## config.mk

```make
export PLATFORM = sky130hd
export DESIGN_NAME = branch_unit
export DESIGN_NICKNAME = d
export VERILOG_FILES = /design/src/hdl/bpu_pkg.sv /design/src/hdl/riscv_pkg.sv /design/src/hdl/branch_unit.sv /design/src/hdl/resolve_stage.sv /design/src/hdl/predict_stage.sv /design/src/hdl/gshare.sv /design/src/hdl/btb.sv
export SDC_FILE = /design/constraint.sdc
export NUM_CORES = 2
export LEC_CHECK = 0
export ABC_AREA = 1
export BUFFER_PORTS_ARGS = -buffer_cell sky130_fd_sc_hd__buf_2
export CAP_MARGIN = 20
export CORE_ASPECT_RATIO = 0.6
export CORE_UTILIZATION = 25
export DETAILED_ROUTE_END_ITERATION = 16
export GPL_ROUTABILITY_DRIVEN = 0
export PLACE_DENSITY = 0.4
export RECOVER_POWER = 50
export SLEW_MARGIN = 25
export SYNTH_ARGS = -nofsm -noshare
export SYNTH_HDL_FRONTEND = slang
export SYNTH_SLANG_ARGS = --single-unit
```

## constraint.sdc

```tcl
create_clock -name clk -period 4.44 [get_ports clk]
set_input_delay 0.888 -clock clk [delete_from_list [all_inputs] [get_ports clk]]
set_output_delay 0.888 -clock clk [all_outputs]
set_load 0.005 [all_outputs]
```

## src/hdl/bpu_pkg.sv

```systemverilog
// Branch predictor types
package bpu_pkg;

    // Two-bit saturating counter
    // MSB set means predict taken
    typedef logic [1:0] ctr_t;

    // Weakly not taken
    localparam ctr_t CTR_RESET = 2'b01;

    // What a BTB entry holds
    // Jumps are always taken while branches ask the counters
    typedef enum logic {
        BTB_BRANCH = 1'b0,
        BTB_JUMP   = 1'b1
    } btb_kind_e;

endpackage

```

## src/hdl/riscv_pkg.sv

```systemverilog
// RISC-V instruction formats
package riscv_pkg;

    // Major opcodes used by the branch unit
    localparam logic [6:0] OP_BRANCH = 7'b1100011;
    localparam logic [6:0] OP_JAL    = 7'b1101111;

    // Conditional branch layout
    // Immediate bit 0 is implicit zero
    typedef struct packed {
        logic       imm12;
        logic [5:0] imm10_5;
        logic [4:0] rs2;
        logic [4:0] rs1;
        logic [2:0] funct3;
        logic [3:0] imm4_1;
        logic       imm11;
        logic [6:0] opcode;
    } b_type_t;

    // Unconditional jump layout
    // Immediate is scrambled across the upper 20 bits
    typedef struct packed {
        logic       imm20;
        logic [9:0] imm10_1;
        logic       imm11;
        logic [7:0] imm19_12;
        logic [4:0] rd;
        logic [6:0] opcode;
    } j_type_t;

    // One instruction word seen either as B-type or as J-type
    // Opcode sits in bits 6:0 of both views
    typedef union packed {
        b_type_t b;
        j_type_t j;
    } instr_u;

endpackage
```

## src/hdl/branch_unit.sv

```systemverilog
// Branch prediction unit
`timescale 1ns/10ps

module branch_unit #(
    parameter int NUM_BTB_ENTRIES = 32,
    parameter int NUM_GHR_BITS    = 4
) (
    input  logic        clk,
    input  logic        reset_i,
    // Record input
    input  logic        in_valid_i,
    output logic        in_ready_o,
    input  logic [31:0] pc_i,
    input  logic [31:0] instr_i,
    input  logic        cond_taken_i,
    // Resolved output
    output logic        out_valid_o,
    input  logic        out_ready_i,
    output logic [31:0] out_pc_o,
    output logic        pred_taken_o,
    output logic [31:0] pred_target_o,
    output logic        actual_taken_o,
    output logic [31:0] actual_target_o,
    output logic        mispredict_o
);

    // Forward path
    logic                    p_valid;
    logic                    p_ready;
    logic [31:0]             p_pc;
    logic [31:0]             p_instr;
    logic                    p_cond_taken;
    logic                    p_pred_taken;
    logic [31:0]             p_pred_target;
    logic                    p_btb_hit;
    logic [NUM_GHR_BITS-1:0] p_pht_index;

    // Training path
    logic                    btb_we;
    logic [31:0]             btb_wr_pc;
    bpu_pkg::btb_kind_e      btb_wr_kind;
    logic [31:0]             btb_wr_target;
    logic                    pht_we;
    logic [NUM_GHR_BITS-1:0] pht_wr_index;
    logic                    pht_inc;

    predict_stage #(
        .NUM_BTB_ENTRIES (NUM_BTB_ENTRIES),
        .NUM_GHR_BITS    (NUM_GHR_BITS)
    ) i_predict_stage (
        .clk             (clk),
        .reset_i         (reset_i),
        .in_valid_i      (in_valid_i),
        .in_ready_o      (in_ready_o),
        .pc_i            (pc_i),
        .instr_i         (instr_i),
        .cond_taken_i    (cond_taken_i),
        .p_valid_o       (p_valid),
        .p_ready_i       (p_ready),
        .p_pc_o          (p_pc),
        .p_instr_o       (p_instr),
        .p_cond_taken_o  (p_cond_taken),
        .pred_taken_o    (p_pred_taken),
        .pred_target_o   (p_pred_target),
        .btb_hit_o       (p_btb_hit),
        .pht_index_o     (p_pht_index),
        .btb_we_i        (btb_we),
        .btb_wr_pc_i     (btb_wr_pc),
        .btb_wr_kind_i   (btb_wr_kind),
        .btb_wr_target_i (btb_wr_target),
        .pht_we_i        (pht_we),
        .pht_wr_index_i  (pht_wr_index),
        .pht_inc_i       (pht_inc)
    );

    resolve_stage #(
        .NUM_GHR_BITS (NUM_GHR_BITS)
    ) i_resolve_stage (
        .clk             (clk),
        .reset_i         (reset_i),
        .p_valid_i       (p_valid),
        .p_ready_o       (p_ready),
        .p_pc_i          (p_pc),
        .p_instr_i       (p_instr),
        .p_cond_taken_i  (p_cond_taken),
        .pred_taken_i    (p_pred_taken),
        .pred_target_i   (p_pred_target),
        .btb_hit_i       (p_btb_hit),
        .pht_index_i     (p_pht_index),
        .out_valid_o     (out_valid_o),
        .out_ready_i     (out_ready_i),
        .out_pc_o        (out_pc_o),
        .pred_taken_o    (pred_taken_o),
        .pred_target_o   (pred_target_o),
        .actual_taken_o  (actual_taken_o),
        .actual_target_o (actual_target_o),
        .mispredict_o    (mispredict_o),
        .btb_we_o        (btb_we),
        .btb_wr_pc_o     (btb_wr_pc),
        .btb_wr_kind_o   (btb_wr_kind),
        .btb_wr_target_o (btb_wr_target),
        .pht_we_o        (pht_we),
        .pht_wr_index_o  (pht_wr_index),
        .pht_inc_o       (pht_inc)
    );

endmodule

```

## src/hdl/resolve_stage.sv

```systemverilog
// Resolution pipeline stage
`timescale 1ns/10ps

module resolve_stage #(
    parameter int NUM_GHR_BITS = 4
) (
    input  logic                    clk,
    input  logic                    reset_i,
    // From predict stage
    input  logic                    p_valid_i,
    output logic                    p_ready_o,
    input  logic [31:0]             p_pc_i,
    input  logic [31:0]             p_instr_i,
    input  logic                    p_cond_taken_i,
    input  logic                    pred_taken_i,
    input  logic [31:0]             pred_target_i,
    input  logic                    btb_hit_i,
    input  logic [NUM_GHR_BITS-1:0] pht_index_i,
    // Result output
    output logic                    out_valid_o,
    input  logic                    out_ready_i,
    output logic [31:0]             out_pc_o,
    output logic                    pred_taken_o,
    output logic [31:0]             pred_target_o,
    output logic                    actual_taken_o,
    output logic [31:0]             actual_target_o,
    output logic                    mispredict_o,
    // Training back to predict stage
    output logic                    btb_we_o,
    output logic [31:0]             btb_wr_pc_o,
    output bpu_pkg::btb_kind_e      btb_wr_kind_o,
    output logic [31:0]             btb_wr_target_o,
    output logic                    pht_we_o,
    output logic [NUM_GHR_BITS-1:0] pht_wr_index_o,
    output logic                    pht_inc_o
);

    riscv_pkg::instr_u instr;
    logic [31:0]       b_imm;
    logic [31:0]       j_imm;
    logic              is_branch;
    logic              is_jal;
    logic              actual_taken;
    logic [31:0]       actual_target;
    logic              mispredict;
    logic              load;

    assign instr = p_instr_i;

    // Sign-extended immediates with bit 0 always zero
    assign b_imm = {{20{instr.b.imm12}}, instr.b.imm11, instr.b.imm10_5,
                    instr.b.imm4_1, 1'b0};
    assign j_imm = {{12{instr.j.imm20}}, instr.j.imm19_12, instr.j.imm11,
                    instr.j.imm10_1, 1'b0};

    assign is_branch = (instr.b.opcode == riscv_pkg::OP_BRANCH);
    assign is_jal    = (instr.j.opcode == riscv_pkg::OP_JAL);

    // Actual outcome
    // JALR and everything else count as sequential
    always_comb begin
        if (is_branch) begin
            actual_taken  = p_cond_taken_i;
            actual_target = p_pc_i + b_imm;
        end else if (is_jal) begin
            actual_taken  = 1'b1;
            actual_target = p_pc_i + j_imm;
        end else begin
            actual_taken  = 1'b0;
            actual_target = p_pc_i + 32'd4;
        end
    end

    // Wrong direction, or right direction with a wrong target
    assign mispredict = (pred_taken_i != actual_taken) ||
                        (pred_taken_i && actual_taken && (pred_target_i != actual_target));

    assign p_ready_o = !out_valid_o || out_ready_i;
    assign load      = p_valid_i && p_ready_o;

    always_ff @(posedge clk) begin
        if (reset_i) begin
            out_valid_o <= 1'b0;
        end else if (p_ready_o) begin
            out_valid_o <= p_valid_i;
        end
    end

    always_ff @(posedge clk) begin
        if (load) begin
            out_pc_o        <= p_pc_i;
            pred_taken_o    <= pred_taken_i;
            pred_target_o   <= pred_target_i;
            actual_taken_o  <= actual_taken;
            actual_target_o <= actual_target;
            mispredict_o    <= mispredict;
        end
    end

    // Allocate only taken control transfers that missed
    assign btb_we_o        = load && actual_taken && (is_branch || is_jal) && !btb_hit_i;
    assign btb_wr_pc_o     = p_pc_i;
    assign btb_wr_target_o = actual_target;
    assign btb_wr_kind_o   = is_jal ? bpu_pkg::BTB_JUMP : bpu_pkg::BTB_BRANCH;

    // Counter and history follow every conditional branch
    assign pht_we_o       = load && is_branch;
    assign pht_wr_index_o = pht_index_i;
    assign pht_inc_o      = actual_taken;

endmodule

```

## src/hdl/predict_stage.sv

```systemverilog
// Prediction pipeline stage
`timescale 1ns/10ps

module predict_stage #(
    parameter int NUM_BTB_ENTRIES = 32,
    parameter int NUM_GHR_BITS    = 4
) (
    input  logic                    clk,
    input  logic                    reset_i,
    // Record input
    input  logic                    in_valid_i,
    output logic                    in_ready_o,
    input  logic [31:0]             pc_i,
    input  logic [31:0]             instr_i,
    input  logic                    cond_taken_i,
    // Toward resolve stage
    output logic                    p_valid_o,
    input  logic                    p_ready_i,
    output logic [31:0]             p_pc_o,
    output logic [31:0]             p_instr_o,
    output logic                    p_cond_taken_o,
    output logic                    pred_taken_o,
    output logic [31:0]             pred_target_o,
    output logic                    btb_hit_o,
    output logic [NUM_GHR_BITS-1:0] pht_index_o,
    // Training from resolve stage
    input  logic                    btb_we_i,
    input  logic [31:0]             btb_wr_pc_i,
    input  bpu_pkg::btb_kind_e      btb_wr_kind_i,
    input  logic [31:0]             btb_wr_target_i,
    input  logic                    pht_we_i,
    input  logic [NUM_GHR_BITS-1:0] pht_wr_index_i,
    input  logic                    pht_inc_i
);

    logic                    btb_hit;
    bpu_pkg::btb_kind_e      btb_kind;
    logic [31:0]             btb_target;
    logic [NUM_GHR_BITS-1:0] pht_index;
    logic                    pht_taken;
    logic                    pred_taken;
    logic [31:0]             pred_target;
    logic                    load;

    btb #(
        .NUM_BTB_ENTRIES(NUM_BTB_ENTRIES)
    ) i_btb (
        .clk         (clk),
        .reset_i     (reset_i),
        .rd_pc_i     (pc_i),
        .hit_o       (btb_hit),
        .kind_o      (btb_kind),
        .target_o    (btb_target),
        .we_i        (btb_we_i),
        .wr_pc_i     (btb_wr_pc_i),
        .wr_kind_i   (btb_wr_kind_i),
        .wr_target_i (btb_wr_target_i)
    );

    gshare #(
        .NUM_GHR_BITS(NUM_GHR_BITS)
    ) i_gshare (
        .clk             (clk),
        .reset_i         (reset_i),
        .rd_pc_i         (pc_i),
        .index_o         (pht_index),
        .predict_taken_o (pht_taken),
        .we_i            (pht_we_i),
        .wr_index_i      (pht_wr_index_i),
        .inc_i           (pht_inc_i)
    );

    // Prediction for the incoming PC
    // Miss falls through to the next word
    always_comb begin
        if (btb_hit) begin
            pred_taken  = (btb_kind == bpu_pkg::BTB_JUMP) ? 1'b1 : pht_taken;
            pred_target = btb_target;
        end else begin
            pred_taken  = 1'b0;
            pred_target = pc_i + 32'd4;
        end
    end

    // Room when empty or when the held record leaves this edge
    assign in_ready_o = !p_valid_o || p_ready_i;
    assign load       = in_valid_i && in_ready_o;

    always_ff @(posedge clk) begin
        if (reset_i) begin
            p_valid_o <= 1'b0;
        end else if (in_ready_o) begin
            p_valid_o <= in_valid_i;
        end
    end

    // Record with its prediction and the counter it used
    always_ff @(posedge clk) begin
        if (load) begin
            p_pc_o         <= pc_i;
            p_instr_o      <= instr_i;
            p_cond_taken_o <= cond_taken_i;
            pred_taken_o   <= pred_taken;
            pred_target_o  <= pred_target;
            btb_hit_o      <= btb_hit;
            pht_index_o    <= pht_index;
        end
    end

endmodule

```

## src/hdl/gshare.sv

```systemverilog
// Gshare direction predictor
`timescale 1ns/10ps

module gshare #(
    parameter int NUM_GHR_BITS = 4
) (
    input  logic                    clk,
    input  logic                    reset_i,
    // Lookup port
    input  logic [31:0]             rd_pc_i,
    output logic [NUM_GHR_BITS-1:0] index_o,
    output logic                    predict_taken_o,
    // Training port
    input  logic                    we_i,
    input  logic [NUM_GHR_BITS-1:0] wr_index_i,
    input  logic                    inc_i
);

    localparam int NUM_CTRS = 2 ** NUM_GHR_BITS;

    logic [NUM_GHR_BITS-1:0] ghr_q;
    bpu_pkg::ctr_t           pht_q [NUM_CTRS];

    // Word address bits hashed with global history
    assign index_o = rd_pc_i[NUM_GHR_BITS+1:2] ^ ghr_q;

    // Counter MSB gives the direction
    assign predict_taken_o = pht_q[index_o][1];

    // Counters and history
    // Both move only on a resolved conditional branch
    always_ff @(posedge clk) begin
        if (reset_i) begin
            ghr_q <= '0;
            for (int i = 0; i < NUM_CTRS; i++) begin
                pht_q[i] <= bpu_pkg::CTR_RESET;
            end
        end else if (we_i) begin
            // Saturate at both ends
            if (inc_i && (pht_q[wr_index_i] != 2'b11)) begin
                pht_q[wr_index_i] <= pht_q[wr_index_i] + 2'b01;
            end else if (!inc_i && (pht_q[wr_index_i] != 2'b00)) begin
                pht_q[wr_index_i] <= pht_q[wr_index_i] - 2'b01;
            end
            // Newest outcome enters at the MSB
            ghr_q <= {inc_i, ghr_q[NUM_GHR_BITS-1:1]};
        end
    end

endmodule

```

## src/hdl/btb.sv

```systemverilog
// Branch target buffer
`timescale 1ns/10ps

module btb #(
    parameter int NUM_BTB_ENTRIES = 32
) (
    input  logic                 clk,
    input  logic                 reset_i,
    // Lookup port
    input  logic [31:0]          rd_pc_i,
    output logic                 hit_o,
    output bpu_pkg::btb_kind_e   kind_o,
    output logic [31:0]          target_o,
    // Fill port
    input  logic                 we_i,
    input  logic [31:0]          wr_pc_i,
    input  bpu_pkg::btb_kind_e   wr_kind_i,
    input  logic [31:0]          wr_target_i
);

    localparam int IDX_BITS = $clog2(NUM_BTB_ENTRIES);
    // PC bits above the index, word offset dropped
    localparam int TAG_BITS = 30 - IDX_BITS;

    logic [NUM_BTB_ENTRIES-1:0] valid_q;
    logic [TAG_BITS-1:0]        tags_q    [NUM_BTB_ENTRIES];
    bpu_pkg::btb_kind_e         kinds_q   [NUM_BTB_ENTRIES];
    logic [31:0]                targets_q [NUM_BTB_ENTRIES];

    logic [IDX_BITS-1:0] rd_idx;
    logic [TAG_BITS-1:0] rd_tag;
    logic [IDX_BITS-1:0] wr_idx;
    logic [TAG_BITS-1:0] wr_tag;

    // Split both PCs into index and tag
    assign rd_idx = rd_pc_i[IDX_BITS+1:2];
    assign rd_tag = rd_pc_i[31:IDX_BITS+2];
    assign wr_idx = wr_pc_i[IDX_BITS+1:2];
    assign wr_tag = wr_pc_i[31:IDX_BITS+2];

    // Combinational lookup
    // Hit needs a valid entry with a matching tag
    assign hit_o    = valid_q[rd_idx] && (tags_q[rd_idx] == rd_tag);
    assign kind_o   = kinds_q[rd_idx];
    assign target_o = targets_q[rd_idx];

    // Valid bits are the only state cleared by reset
    always_ff @(posedge clk) begin
        if (reset_i) begin
            valid_q <= '0;
        end else if (we_i) begin
            valid_q[wr_idx] <= 1'b1;
        end
    end

    // Entry contents
    // A fill simply replaces whatever was there
    always_ff @(posedge clk) begin
        if (we_i) begin
            tags_q[wr_idx]    <= wr_tag;
            kinds_q[wr_idx]   <= wr_kind_i;
            targets_q[wr_idx] <= wr_target_i;
        end
    end

endmodule

```

Word-level counts from Yosys, hierarchy flattened. Memories as Yosys holds them, arrays and structs flattened. A register that Yosys moved wholly into a read port is not among the register bits. Index checks and enable logic that the tools add are counted.

Eq/ne operators: 6. Mux-type cells: 28. Add/sub/neg operators: 6. Order comparisons: 3. Bitwise operators: 3. Reduce and logical (&&, ||, !) cells: 22.

Operator list (number): 2-to-1 mux 32 bit (3); adder 32 x 3 -> 32 bit, second input constant (2); adder 32 bit (2); != test 32 bit (1); OR 32 bit (1); equality test 25 bit (1); 2-to-1 mux 1 bit (19); equality test 7 bit, second input constant (2); logical AND 1 bit (12); < comparator 5 x 6 -> 1 bit, second input constant (2); 2-to-1 mux 4 bit (2); binary-select mux 1 bit (select 5 bit) (1); demux 1 bit (select 5 bit) (1); greater-or-equal comparator 5 x 1 -> 1 bit, second input constant (1); zero test 1 bit (4); logical OR 1 bit (4); 2-to-1 mux 2 bit (2); XOR 4 bit (1); adder 2 x 1 -> 2 bit, second input constant (1); != test 2 bit, second input constant (1); nonzero test 2 bit (1); OR reduction 2 bit (1); subtractor 2 x 1 -> 2 bit, second input constant (1); != test 1 bit (1); OR 1 bit (1).

Register bits: 240. RAM bits: 1888. Word-level logic and storage cells: 89. Memories: 4.

Memory list: i_predict_stage.i_btb.targets_q (words 32, width 32, read ports 1, clocked after Yosys merged registers in 0, wr ports 1, RTL line btb.sv:28) `logic [31:0] targets_q [NUM_BTB_ENTRIES];`; i_predict_stage.i_btb.tags_q (words 32, width 25, read ports 1, clocked after Yosys merged registers in 0, wr ports 1, RTL line btb.sv:26) `logic [TAG_BITS-1:0] tags_q [NUM_BTB_ENTRIES];`; i_predict_stage.i_btb.kinds_q (words 32, width 1, read ports 1, clocked after Yosys merged registers in 0, wr ports 1, RTL line btb.sv:27) `bpu_pkg::btb_kind_e kinds_q [NUM_BTB_ENTRIES];`; i_predict_stage.i_gshare.pht_q (words 16, width 2, read ports 2, clocked after Yosys merged registers in 1, wr ports 16, RTL line gshare.sv:22) `bpu_pkg::ctr_t pht_q [NUM_CTRS];`.

Depth between registers and ports, before layout.
Depth after elaboration: 13. Gate-level depth with buffers: 24. Depth with buffers taken out: 23.

Hierarchy. A second synthesis with hierarchy kept.

Cells, all modules: 7939. Area, all modules: 90764.6 um^2.

By module, submodules not included: btb (instances 1, seq. area each 56374.1 um^2, cells each 5832, area each 74965.6 um^2); resolve_stage (instances 1, seq. area each 2962.8 um^2, cells each 1427, area each 9253.9 um^2); predict_stage (instances 1, seq. area each 3113.0 um^2, cells each 384, area each 4340.4 um^2); gshare (instances 1, seq. area each 1041.0 um^2, cells each 296, area each 2204.6 um^2).

Worst setup path after synthesis. Ideal clock, no wire load.

Path type: flip-flop to flip-flop. Start: register i_predict_stage.p_instr_o[3]. End: memory i_predict_stage.i_btb.kinds_q[0] in the netlist's numbering (enable). Setup slack: -0.277 ns. Arrival time: 4.241 ns. Cell stages (with the launch flop): 9. Period minus slack after synthesis: 4.717 ns. Data required time: 3.964 ns. Path buffers: 1. Cell sequence: edfxtp_1 nor3_1 nand2_1 clkbuf_1 o21ai_1 inv_1 nor3_1 nand2_1 nor2_1.

Cells in the longest elaborated chain, start to end: 8. Elaborated cells on any way between the ends: 10.

RTL lines: start: declaration (RTL line predict_stage.sv:20) `output logic [31:0] p_instr_o,`; start signal: assignment (RTL line predict_stage.sv:101) `p_instr_o <= instr_i;`; equality test 7 bit (RTL line resolve_stage.sv:57) `assign is_jal = (instr.j.opcode == riscv_pkg::OP_JAL);`; 2-to-1 mux 1 bit (RTL line resolve_stage.sv:65) `end else if (is_jal) begin`; 2-to-1 mux 1 bit (*) (RTL line resolve_stage.sv:62) `if (is_branch) begin`; named net i_predict_stage.i_gshare.inc_i (RTL line gshare.sv:16) `input logic inc_i`; logical AND 1 bit (*) (3 in a row) (RTL line resolve_stage.sv:101) `assign btb_we_o = load && actual_taken && (is_branch || is_jal) && !btb_hit_i;`; 2-to-1 mux 1 bit (*) (RTL line btb.sv:59) `if (we_i) begin`; 2-to-1 mux 1 bit (implied by the code) (*) (RTL line btb.sv:61) `kinds_q[wr_idx] <= wr_kind_i;`; end: declaration (RTL line btb.sv:27).

Mark *: on every way through the listed nets, which the timed path passes. The rest lies on a longest branch.

Worst setup path after layout.
Start: register i_predict_stage.p_pc_o[1]. End: register i_resolve_stage.mispredict_o, data pin.

Cells in the longest elaborated chain, start to end: 6. Elaborated cells on any way between the ends: 8.

RTL lines: start: declaration (RTL line predict_stage.sv:19) `output logic [31:0] p_pc_o,`; start signal: assignment (RTL line predict_stage.sv:100) `p_pc_o <= pc_i;`; adder 32 x 3 -> 32 bit / adder 32 bit (equally long branches) (RTL line resolve_stage.sv:70, resolve_stage.sv:67); 2-to-1 mux 32 bit (RTL line resolve_stage.sv:65); 2-to-1 mux 32 bit (*) (RTL line resolve_stage.sv:62); != test 32 bit (*) (RTL line resolve_stage.sv:76) `(pred_taken_i && actual_taken && (pred_target_i != actual_target));`; logical AND 1 bit (*) (RTL line resolve_stage.sv:76); logical OR 1 bit (*) (RTL line resolve_stage.sv:75) `assign mispredict = (pred_taken_i != actual_taken) ||`; named net i_resolve_stage.mispredict (RTL line resolve_stage.sv:45) `logic mispredict;`; end signal: assignment (RTL line resolve_stage.sv:96) `mispredict_o <= mispredict;`; end: declaration (RTL line resolve_stage.sv:27) `output logic mispredict_o,`.

Marked as above. A chain may end at the register's enable or synchronous reset.

==> results by group <==
Timing
  • Final hold vios: 0
  • Post-route setup slack: 0.1177 ns
  • Worst-margin pin slew: 2.585 ns
  • Tmin final: 4.322 ns
  • Setup TNS: 0 ns
  • F_max: 231.4 MHz
  • Final Hold Slack: 0.1990 ns
  • Period utilisation layout: 97.35%
  • RSZ-0062 raised after global routing: no
  • Fin Clk Skew: 0.09161 ns
  • Rel. slew slack: -72.34%
  • Final setup vio count: 0
  • Slew Viols, Final: 477

Finish
  • Share of layout cells above drive strength 1: 9.759%
  • Final Non-Filler Cells: 12676
  • Layout net count: 7918
  • Filler cells: 36356
  • Commonest non-fill, non-tap cells in the layout: 2089 x edfxtp_1, 1288 x nor2_1, 1023 x o21ai_0
  • Layout area overhead: 16.73%
  • Most common cell after layout, fill and taps aside: edfxtp_1
  • Reg area: 63570 sq um
  • Area of the multi-input gates: 22430 sq um

Global route
  • Vias in the first global route: 58324
  • Largest net degree at the start of global routing: 161
  • Antenna violations before repair: 59
  • Global-route wire length before repair: 491100 um
  • Total track usage: 19.41%
  • Aggregate global routing overflow: 0

Synth
  • Distinct cells, synth: 56
  • Synth async-reset ratio: 0%
  • Yosys reg bits: 2131
  • Mean post-synth cell area: 11.95 sq um
  • Mapped Nets: 7571
  • Register area share after synthesis: 71.38%
  • Synth Flop Type: edfxtp_1
  • Synthesis warning total: 0
  • Gate Count Post-Synth: 7451
  • Number of enable flip-flop cells after synthesis: 2089
  • Synth Cell Area: 89060 sq um

Placement
  • # port buffers: 169
  • DP HPWL: 226400 um
  • Pre-CTS setup slack: -0.1679 ns
  • Placed Cells: 12291

Worst setup path
  • Crit path DAT: 4.93 ns
  • CP Data Required Time: 5.05 ns
  • Crit-path max FO: 5
  • CP startpoint kind: flip-flop
  • Setup CP Type: flip-flop to flip-flop
  • Nature of the critical path endpoint: flip-flop

Pwr
  • Sw Share: 24.80%
  • Switching pwr: 10.85 mW
  • P_int: 32.89 mW
  • Lkg Pwr: 34.47 nW
  • Combinational Power Share: 8.2%
  • Clk pwr share: 40.5%
  • PwrDens: 420.7 nW/um^2
  • VDD IR-drop max: 0.0003055 V
  • Flop pwr share: 51.2%

Drt
  • TritonRoute pass-1 iters: 6
  • Antenna-violating nets left: 0
  • Wirelength, routed: 360300 um
  • Total number of vias: 63654
  • Avg WL per Cell: 28.42 um
  • Number of vias per cell: 5.022
  • DRC: 0
  • DR iter-0 viols: 8406

Clock network
  • CTS H-tree lvls: 4
  • Num Clock Sinks: 2131
  • Root Buffer: clkbuf_16
  • Clock slew at reported path FFs: 0.07 ns
  • CTS buffer count: 206
  • Clock Tree Buf Depth: 4
  • CTS tree: built
  • Setup repair bufs after CTS: 0
  • Clk Latency, worst-skew pair: 0.92 ns

Run status
  • Failing checks: max-capacitance violations, max-slew violations
  • Status: finished with violations

Floorplanning
  • Starting density of the core: 25.16%
  • Core ar.: 354000 sq um
  • Top Ports: 170
  • Chip height: 464.3 um
  • Die Wd: 772.6 um
  • Rows: 169
  • Die Area: 358700 sq um

Job
  • Max Cap Violations: 12

Worst hold path
  • Worst Hold Class: input port to flip-flop
[synthesized netlist by cell type, drive strengths merged, types with 3 or more instances]
cell	instances	share of area, %
a21o	3	0.025
a21oi	88	0.50
a221o	18	0.20
a221oi	7	0.069
a31o	7	0.069
a31oi	21	0.15
a32oi	7	0.069
buf	196	1.3
clkbuf	229	0.97
dfxtp	42	0.94
edfxtp	2089	70
ha	49	0.69
inv	324	1.4
mux2i	6	0.067
nand2	934	3.9
nand3	289	1.7
nand3b	24	0.22
nand4	84	0.60
nor2	1314	5.6
nor3	57	0.36
o211ai	119	1.0
o21a	32	0.27
o21ai	1077	6.1
o221ai	71	0.70
o22ai	294	2.1
or2	7	0.049
xnor2	11	0.11
xor2	37	0.36
[critical path, cell delays in order, from the launching register on]
cell      delay [ns]
edfxtp_1        0.32
buf_4           0.27
ha_2            0.30
inv_1           0.07
fa_1            0.42
nand3b_1        0.20
nand2_2         0.19
a21oi_1         0.12
o21bai_1        0.37
nand2_1         0.13
nand2_1         0.08
nand2_1         0.05
nand3_1         0.32
nand2_1         0.18
nand2_1         0.09
nand2_1         0.09
nor2_1          0.23
nand3_1         0.12
nor2_1          0.15
nand2_2         0.17
nand2_1         0.10
nand2_1         0.05
[final cells by class]
type / count / area share [%]
diodes: 22 / 0.05295
clock buffers: 255 / 5.215
clock inverters: 107 / 0.9760
inverters: 326 / 1.225
multi-input cells: 4569 / 21.57
flip-flops and latches: 2131 / 61.15
well taps: 4702 / 5.659
repair buffers: 563 / 4.146
repair inverters: 1 / 0.007221
[metal layers]
layer  GRT usage (%)  wire length [um]
met5               0                52
met4           3.171              6449
met3           4.932             33870
met2           26.27            141500
met1           30.96            178400
[what timing repair did]
action | 4_1_cts | 5_1_grt
pin swaps | 0 | 1
cloned | 0 | 1
endpoints found under the setup margin | 1 | 34
hold buffers | 0 | 0
resized for setup | 2 | 14
[final timing paths]
check,start,to,slack (ns),cells after the start
setup / recovery,i_predict_stage.p_pc_o[1],i_resolve_stage.mispredict_o,0.12,21
hold / removal,instr_i[18],i_predict_stage.p_instr_o[18],0.20,1
setup reg to reg,i_predict_stage.p_pc_o[1],i_resolve_stage.mispredict_o,0.12,21
hold reg to reg,i_predict_stage.pred_target_o[16],i_resolve_stage.pred_target_o[16],0.46,0
[metrics by stage]
stage                     power (mW)  cell area [sq um]  util [%]
final                          43.73             104000     29.37
after floorplan                24.62              89060         -
after detailed placement       26.39              98150     27.73
after CTS                      44.05             104600     29.55
after global placement         26.39              98150     27.73
after global routing           45.10             103900     29.36
[sequential cells by signal (all words and copies together), names as in the netlist, 4 cells and up, named ones only]
register / count
i_resolve_stage.pred_target_o: 32
i_predict_stage.pred_target_o: 32
i_predict_stage.p_pc_o: 32
i_predict_stage.p_instr_o: 32
i_predict_stage.i_btb.valid_q: 32
i_predict_stage.i_gshare.ghr_q: 4
i_predict_stage.i_btb.kinds_q: 32
i_predict_stage.i_btb.targets_q: 1024
i_predict_stage.i_btb.tags_q: 800
i_predict_stage.i_gshare.pht_q: 32
i_resolve_stage.out_pc_o: 31
i_resolve_stage.actual_target_o: 32
i_predict_stage.pht_index_o: 4
[power by group through the flow]
stage / sequential (mW) / clock, mW / combinational (mW)
floorplan: 22.8 / 0 / 1.82
finish: 22.4 / 17.7 / 3.59
global route: 22.4 / 18.8 / 3.86
global placement: 22.8 / 0 / 3.57
detailed placement: 22.8 / 0 / 3.56
CTS: 22.4 / 18.1 / 3.57
[logic make-up (layout without fill, tap and decap cells)]
logic type      after synthesis  in the layout  synth area share, %
compound gates             1749           1749                11.29
xor+xnor                     48             48               0.4720
fa+ha+maj                    51             51               0.7333
buf+inv                     751           1252                3.615
flops                      2131           2131                71.38
mux                           6              6              0.06744
other cells                   0             22                    0
simple gates               2715           2715                12.45
Power figures use the tool's default switching activity.
